`src/include/eeprom_cfg.svh`:
```
`ifndef EEPROM_CFG_SVH
`define EEPROM_CFG_SVH

// byte address and data widths
`define EEPROM_ADDR_W 11
`define EEPROM_DATA_W 8

// device type code, upper nibble of the control byte
`define EEPROM_DEV_CODE 4'b1010

// CLK cycles per scl half period
`define SCL_HALF 4

`endif

```
`src/source/eeprom_pkg.sv`:
```
package eeprom_pkg;

    typedef enum logic {
        OP_WRITE = 1'b0,
        OP_READ  = 1'b1
    } eeprom_op_e;

    // start doubles as repeated start
    typedef enum logic [1:0] {
        CMD_START = 2'd0,
        CMD_STOP  = 2'd1,
        CMD_WRITE = 2'd2,
        CMD_READ  = 2'd3
    } byte_cmd_e;

    typedef enum logic [3:0] {
        ST_IDLE, ST_START, ST_CTRL_WR, ST_ADDR, ST_DATA_WR,
        ST_RESTART, ST_CTRL_RD, ST_DATA_RD, ST_STOP, ST_ACK
    } ctrl_state_e;

    typedef enum logic [2:0] {
        E_IDLE, E_START, E_STOP, E_SHIFT, E_ACKBIT
    } engine_state_e;

endpackage

```
`src/source/i2c_byte_if.sv`:
```
`timescale 1ns/1ps
`include "eeprom_cfg.svh"

interface i2c_byte_if import eeprom_pkg::*; ();

    logic                      cmd_req;  // held until done
    byte_cmd_e                 cmd;
    logic [`EEPROM_DATA_W-1:0] tx_byte;
    logic                      done;     // one cycle
    logic [`EEPROM_DATA_W-1:0] rx_byte;
    logic                      nack;     // high = no slave ack

    modport master (
        output cmd_req, cmd, tx_byte,
        input  done, rx_byte, nack
    );

    modport engine (
        input  cmd_req, cmd, tx_byte,
        output done, rx_byte, nack
    );

endinterface

```
`src/source/eeprom_ctrl.sv`:
```
`timescale 1ns/1ps
`include "eeprom_cfg.svh"

module eeprom_ctrl import eeprom_pkg::*;
(
    input  logic                      CLK,
    input  logic                      RESET,
    input  logic                      req,
    input  eeprom_op_e                op,
    input  logic [`EEPROM_ADDR_W-1:0] addr,
    input  logic [`EEPROM_DATA_W-1:0] wdata,
    output logic                      ack,
    output logic [`EEPROM_DATA_W-1:0] rdata,
    output logic                      err,
    i2c_byte_if.master                bus
);

    ctrl_state_e               state;
    ctrl_state_e               next_state;
    eeprom_op_e                op_q;
    logic [`EEPROM_ADDR_W-1:0] addr_q;
    logic [`EEPROM_DATA_W-1:0] wdata_q;
    logic [`EEPROM_DATA_W-1:0] ctrl_wr;
    logic [`EEPROM_DATA_W-1:0] ctrl_rd;
    logic                      in_cmd;
    logic                      wr_nack;

    // block bits of the address ride in the control byte
    assign ctrl_wr = {`EEPROM_DEV_CODE, addr_q[`EEPROM_ADDR_W-1:`EEPROM_DATA_W], 1'b0};
    assign ctrl_rd = {`EEPROM_DEV_CODE, addr_q[`EEPROM_ADDR_W-1:`EEPROM_DATA_W], 1'b1};

    assign in_cmd  = !(state inside {ST_IDLE, ST_ACK});
    assign wr_nack = bus.nack && (bus.cmd == CMD_WRITE);

    always_comb
    begin
        bus.cmd     = CMD_WRITE;
        bus.tx_byte = ctrl_wr;
        case (state)
            ST_START, ST_RESTART: bus.cmd = CMD_START;
            ST_STOP:              bus.cmd = CMD_STOP;
            ST_ADDR:              bus.tx_byte = addr_q[`EEPROM_DATA_W-1:0];
            ST_DATA_WR:           bus.tx_byte = wdata_q;
            ST_CTRL_RD:           bus.tx_byte = ctrl_rd;
            ST_DATA_RD:           bus.cmd = CMD_READ;
            default:              bus.tx_byte = ctrl_wr;
        endcase
    end

    always_comb
    begin
        case (state)
            ST_START:   next_state = ST_CTRL_WR;
            ST_CTRL_WR: next_state = ST_ADDR;
            ST_ADDR:    next_state = (op_q == OP_READ) ? ST_RESTART : ST_DATA_WR;
            ST_DATA_WR: next_state = ST_STOP;
            ST_RESTART: next_state = ST_CTRL_RD;
            ST_CTRL_RD: next_state = ST_DATA_RD;
            ST_DATA_RD: next_state = ST_STOP;
            ST_STOP:    next_state = ST_ACK;
            default:    next_state = ST_IDLE;
        endcase
        if (wr_nack)
            next_state = ST_STOP;  // abort and skip the remaining bytes
    end

    always_ff @(posedge CLK)
    begin
        if (RESET)
        begin
            state       <= ST_IDLE;
            ack         <= 1'b0;
            err         <= 1'b0;
            bus.cmd_req <= 1'b0;
        end
        else
        begin
            if (in_cmd && !bus.cmd_req)
                bus.cmd_req <= 1'b1;
            case (state)
                ST_IDLE:
                begin
                    if (req)
                    begin
                        err   <= 1'b0;
                        state <= ST_START;
                    end
                end
                ST_ACK:
                begin
                    if (!req)
                    begin
                        ack   <= 1'b0;
                        state <= ST_IDLE;
                    end
                end
                default:
                begin
                    if (bus.done)
                    begin
                        bus.cmd_req <= 1'b0;
                        state       <= next_state;
                        if (wr_nack)
                            err <= 1'b1;
                        if (state == ST_STOP)
                            ack <= 1'b1;
                    end
                end
            endcase
        end
    end

    always_ff @(posedge CLK)
    begin
        if (state == ST_IDLE && req)
        begin
            op_q    <= op;
            addr_q  <= addr;
            wdata_q <= wdata;
        end
        if (state == ST_DATA_RD && bus.done)
            rdata <= bus.rx_byte;
    end

    a_ack_needs_req: assert property (@(posedge CLK) disable iff (RESET)
        $rose(ack) |-> req);

    // done only answers a request that is still held
    a_done_answers_req: assert property (@(posedge CLK) disable iff (RESET)
        bus.done |-> bus.cmd_req);

endmodule

```
`src/flat_wrapper.sv`:
```
// flat-port wrapper written by rule: the top's interface ports become plain ports
module eeprom_ctrl_flat import eeprom_pkg::*;
  (CLK, RESET, req, op, addr, wdata, ack, rdata, err, bus_cmd_req, bus_cmd, bus_tx_byte, bus_done, bus_rx_byte, bus_nack);
  i2c_byte_if bus_i ();
  input  logic CLK;
  input  logic RESET;
  input  logic req;
  input  eeprom_op_e op;
  input  logic [`EEPROM_ADDR_W-1:0] addr;
  input  logic [`EEPROM_DATA_W-1:0] wdata;
  output logic ack;
  output logic [`EEPROM_DATA_W-1:0] rdata;
  output logic err;
  output wire logic [$bits(bus_i.cmd_req)-1:0] bus_cmd_req;
  output wire logic [$bits(bus_i.cmd)-1:0] bus_cmd;
  output wire logic [$bits(bus_i.tx_byte)-1:0] bus_tx_byte;
  input wire logic [$bits(bus_i.done)-1:0] bus_done;
  input wire logic [$bits(bus_i.rx_byte)-1:0] bus_rx_byte;
  input wire logic [$bits(bus_i.nack)-1:0] bus_nack;
  assign bus_cmd_req = bus_i.cmd_req;
  assign bus_cmd = bus_i.cmd;
  assign bus_tx_byte = bus_i.tx_byte;
  assign bus_i.done = bus_done;
  assign bus_i.rx_byte = bus_rx_byte;
  assign bus_i.nack = bus_nack;
  eeprom_ctrl u_core (.CLK(CLK), .RESET(RESET), .req(req), .op(op), .addr(addr), .wdata(wdata), .ack(ack), .rdata(rdata), .err(err), .bus(bus_i));
endmodule
```
`config.mk`:
```
export PLATFORM = sky130hd
export DESIGN_NAME = eeprom_ctrl_flat
export DESIGN_NICKNAME = d
export VERILOG_FILES = /design/src/source/eeprom_pkg.sv /design/src/source/i2c_byte_if.sv /design/src/source/eeprom_ctrl.sv /design/src/flat_wrapper.sv
export VERILOG_INCLUDE_DIRS = /design/src /design/src/include
export SDC_FILE = /design/constraint.sdc
export NUM_CORES = 1
export LEC_CHECK = 0
export BUFFER_PORTS_ARGS = -buffer_cell sky130_fd_sc_hd__buf_2
export CAP_MARGIN = 20
export CORE_MARGIN = 1.5
export CORE_UTILIZATION = 37
export CTS_BUF_LIST = sky130_fd_sc_hd__clkbuf_8
export CTS_CLUSTER_DIAMETER = 40
export DETAILED_ROUTE_END_ITERATION = 12
export HOLD_SLACK_MARGIN = 0.08
export SYNTH_ARGS = -nofsm -noshare
export SYNTH_HDL_FRONTEND = slang
export SYNTH_SLANG_ARGS = --single-unit
```
`constraint.sdc`:
```
create_clock -name CLK -period 2.4 [get_ports CLK]
set_clock_uncertainty 0.2 [all_clocks]
set_input_delay 0.36 -clock CLK [delete_from_list [all_inputs] [get_ports CLK]]
set_output_delay 0.36 -clock CLK [all_outputs]
set_load 0.05 [all_outputs]
```
-- After elaboration in Yosys (flattened, before gate mapping)
Cells that the tools add are included.
- register bits: 35
- input port bits: 33
- output and inout port bits: 21
- logic and storage cells: 61
- eq/ne operators: 12
- mux-type cells: 20
- bitwise gates (word level): 2
- reductions and logical operators: 19
- operators with widths (operator ; number):
    $pmux W4 S7 ; 1
    $pmux W8 S3 ; 1
    $eq A4 B3 Y1 const B ; 4
    $mux W4 ; 4
    $mux W1 ; 10
    $reduce_bool A2 Y1 ; 5
    $eq A4 B2 Y1 const B ; 2
    $eq A4 B4 Y1 const B ; 2
    $pmux W4 S2 ; 1
    $reduce_and A4 Y1 ; 2
    $pmux W2 S3 ; 1
    $reduce_or A2 Y1 ; 3
    $eq A4 B1 Y1 const B ; 1
    $logic_and A1 B1 Y1 ; 4
    $logic_not A4 Y1 ; 1
    $ne A2 B2 Y1 const B ; 2
    $pmux W1 S2 ; 2
    $reduce_and A3 Y1 ; 1
    $reduce_bool A3 Y1 ; 1
    $eq A2 B2 Y1 const B ; 1
    $logic_not A1 Y1 ; 2
    $not A1 Y1 ; 2

-- Depth between registers and ports, before layout
- word-level depth: 8
- gate-level depth with buffers: 6

-- Worst setup path before layout
Ideal clock, no wire load.
- path kind: reg2out
- from: reg u_core.state[0]
- to: out bus_tx_byte[1]
- arrival: 2063 ps
- required time: 1840 ps
- path slack: -223 ps
- stages on the path, launching flop included: 6
- path buffers: 1
- path through: dfxtp_1 > buf_2 > nand2b_1 > nor3_2 > or2_2 > o21ai_0
- longest elaborated chain between the ends: 2
- RTL lines (element ; line ; text):
    start, declared ; eeprom_ctrl.sv:18 ; ctrl_state_e state;
    start signal, assigned ; eeprom_ctrl.sv:102 ; state <= next_state;
    $eq A4 B3 Y1 / $eq A4 B2 Y1 (equally long branches) ; eeprom_ctrl.sv:39 ; case (state)
    $pmux W8 S3 * ; eeprom_ctrl.sv:39 ;
    end, declared ; flat_wrapper.sv:16 ; output wire logic [$bits(bus_i.tx_byte)-1:0] bus_tx_byte;
Mark *: on every way between the ends. The rest lies on a longest branch, timed or not.

-- Worst setup path after layout
Ends and elaborated chain as after synthesis.

==> flow_summary.toml <==
[run_status]
outcome = "completed"

[synth]
ys_warn_count = 0
synth_simple_gate_area_frac = 0.133
muxShareOfSynthArea = 0
ys_types = 38
synthesis.nets = 153
synth_area_sq_um = 1490
avgSynthCellArea_sq_um = 12.4
synth-seq-cells = 35
synthCells = 120
synth-xor-area-share = 0.00587
synth-compound-area-share = 0.159
synth_fa_ha_area_frac = 0
synth_seq_area_share = 0.658
synth_top_family_by_area = "compound AO/OA/AOI/OAI gates"

[grt]
antenna_found_initial = 0
grt_first_pass_wirelength_mm = 5.39
grt_start_max_net_pins = 22
track_usage = 0.167
met2_usage = 0.275
met1_usage = 0.209
grt_pass1_vias = 1207
top_usage_layer = "met2"
met3_usage = 0.0507
overflow = 0

[finish]
antenna_cells = 0
area_delta_synth_final_pct = 47.7
final_util = 0.584
drive_gt1_frac = 0.352
nNetsFinal = 242

[worst_setup_path]
end_kind = "output pin"
critical_path_class = "reg2out"
start_kind = "flop"
cp.required_ns = 1.84
critPathMaxFanout = 5
arrival_ns = 1.63

[drt]
dr.pass1.iters = 4
routed_via_density = 4.93
routedWlPerCell_microns = 13.2
drc = 0
vias = 1273
ant_nets = 0
first_iter_violations = 117
drt_wl_total_mm = 3.42

[pwr]
vdd_drop_max_uv = 374
cellPowerDensity_nw_per_um2 = 648
p_total_w = 0.00143
power_leakage_nw = 0.903

[cts]
clk_pin_slew_worst_paths_ns = 0.06
cts_resized = 0
h-tree-depth = 2
cts_root_buf = "clkbuf_8"
tritoncts = "done"
clock_latency_ns = 0.28
cts_buffers = 5
post_cts_buffers = 0
cts.sinks = 35
clk_path_buf_depth = 2

[floorplanning]
die_h_microns = 66.5
initial_utilization = 0.395
row_count = 22
core-area_sq_um = 3770
dieArea_sq_um = 4420
pin_count = 54
die_w_microns = 66.5

[timing]
rsz0062_at_grt = "no"
maxSlewViolCount = 0
tightestPinTransition_ns = 0.372
final_hold_viol_count = 0
relSlewSlack = 0.745
layout_setup_ws_ns = 0.207
period_share = 0.914
min_period_ns = 2.19
finalSetupViolations = 0
max_freq_mhz = 456

[run]
drv_cap = 0

[placed_design]
hpwlAfterDp_mm = 2.28
post-place-ws_ns = 0.500
port_buffers = 53
routabilityCongestion = 0.888

[min_path]
min_path_type = "in2reg"
==> repair_timing <==
action	in CTS	in global routing
hold endpoints to repair	28	0
setup endpoints to repair	0	0
hold buffers	28	0
==> layer usage <==
layer | part of all wire | routed length [microns]
met4 | 0.013 | 45
met5 | 0 | 0
met2 | 0.49 | 1660
met1 | 0.44 | 1520
met3 | 0.057 | 195
==> logic make-up after synthesis <==
group	after synthesis
flops	35
simple gates	35
compound gates	34
buf+inv	15
xor+xnor	1
==> power breakdown <==
| group | total, W | leakage, nW | internal (W) | switching, W |
|---|---|---|---|---|
| Clock | 0.000385 | 0.0468 | 0.000195 | 0.000190 |
| Combinational | 0.000306 | 0.537 | 0.000117 | 0.000189 |
| Sequential | 0.000735 | 0.320 | 0.000717 | 0.0000181 |
==> cell usage after synthesis <==
master     number  area share
nand2b_2        1      0.0059
or2_2           2      0.0084
buf_1           1      0.0025
nand2_1         9       0.023
dfxtp_1         7       0.094
nor3_1          3       0.010
a31o_2          1      0.0059
nor2b_1         1      0.0042
o21bai_1        1      0.0050
and3_1          3       0.013
a21oi_1         5       0.017
o32a_1          1      0.0067
nor3b_1         1      0.0050
nor2_2          1      0.0042
a22o_1          2       0.012
a22oi_1         5       0.025
a311oi_1        1      0.0059
a2bb2oi_1       1      0.0059
edfxtp_1       28        0.56
xnor2_1         1      0.0059
buf_4           1      0.0050
a31oi_1         3       0.013
nand3_1         1      0.0034
a32o_1          1      0.0067
a31o_1          1      0.0059
o31ai_1         1      0.0050
o21ai_0         7       0.023
nand2b_1        3       0.013
nand4b_1        1      0.0059
inv_1           8       0.020
a2111oi_0       2       0.012
nor4bb_1        1      0.0067
buf_2           5       0.017
nor2_1          5       0.013
nor3_2          2       0.013
a211oi_1        1      0.0050
or3b_1          1      0.0059
o211ai_1        1      0.0050
==> metrics by stage <==
step / instances / cell area, sq um / hold WS (ns) / TNS (ns)
final: 258 / 2200 / 0.166 / 0
after global routing: 258 / 2200 / 0.163 / 0
after CTS: 258 / 2200 / 0.157 / 0
after detailed placement: 222 / 1840 / 0.286 / 0
after global placement: 222 / 1840 / 0.280 / 0
after floorplan: 120 / 1490 / 0.259 / -0.669
==> cell type report <==
type,instances,area [sq um]
fill,325,1570
multi-input combinational,70,444
clock buffer,5,68.8
sequential,35,981
inverter,8,30.0
tap,48,60.1
timing repair buffer,89,606
clock inverter,3,12.5
==> cells in the final DEF (no fill, tap or decap), types with 2 or more instances in the layout <==
master / n
and3_1: 3
clkbuf_8: 5
nand2b_1: 3
nor3_2: 2
o21ai_0: 7
buf_2: 53
nand2_1: 9
edfxtp_1: 28
a21oi_1: 5
buf_4: 8
a22oi_1: 5
nor3_1: 3
dlygate4sd3_1: 28
or2_2: 2
a2111oi_0: 2
a22o_1: 2
nor2_1: 5
dfxtp_1: 7
inv_1: 9
a31oi_1: 3
==> worst paths after layout <==
| kind | cells past startpoint | slack, ns | to | from |
|---|---|---|---|---|
| setup / recovery | 5 | 0.21 | bus_tx_byte[1] | u_core.state[0] |
| hold / removal | 2 | 0.17 | flop | RESET |
| setup reg to reg | 6 | 0.54 | u_core.err | u_core.state[0] |
| hold reg to reg | 2 | 0.29 | u_core.ack | u_core.ack |
==> critical path, cell delays in order (launching register included) <==
cell	delay, ns
dfxtp_1	0.38
nand2b_1	0.17
nor3_2	0.05
or2_2	0.32
o21ai_0	0.15
buf_2	0.28
==> flip-flops by register name (all words and copies together) (netlist names), named ones only <==
name            count
u_core.addr_q      11
u_core.wdata_q      8
u_core.state        4
u_core.ack          1
u_core.err          1
u_core.op_q         1
u_core.rdata        8
Power figures use the tool's default switching activity.
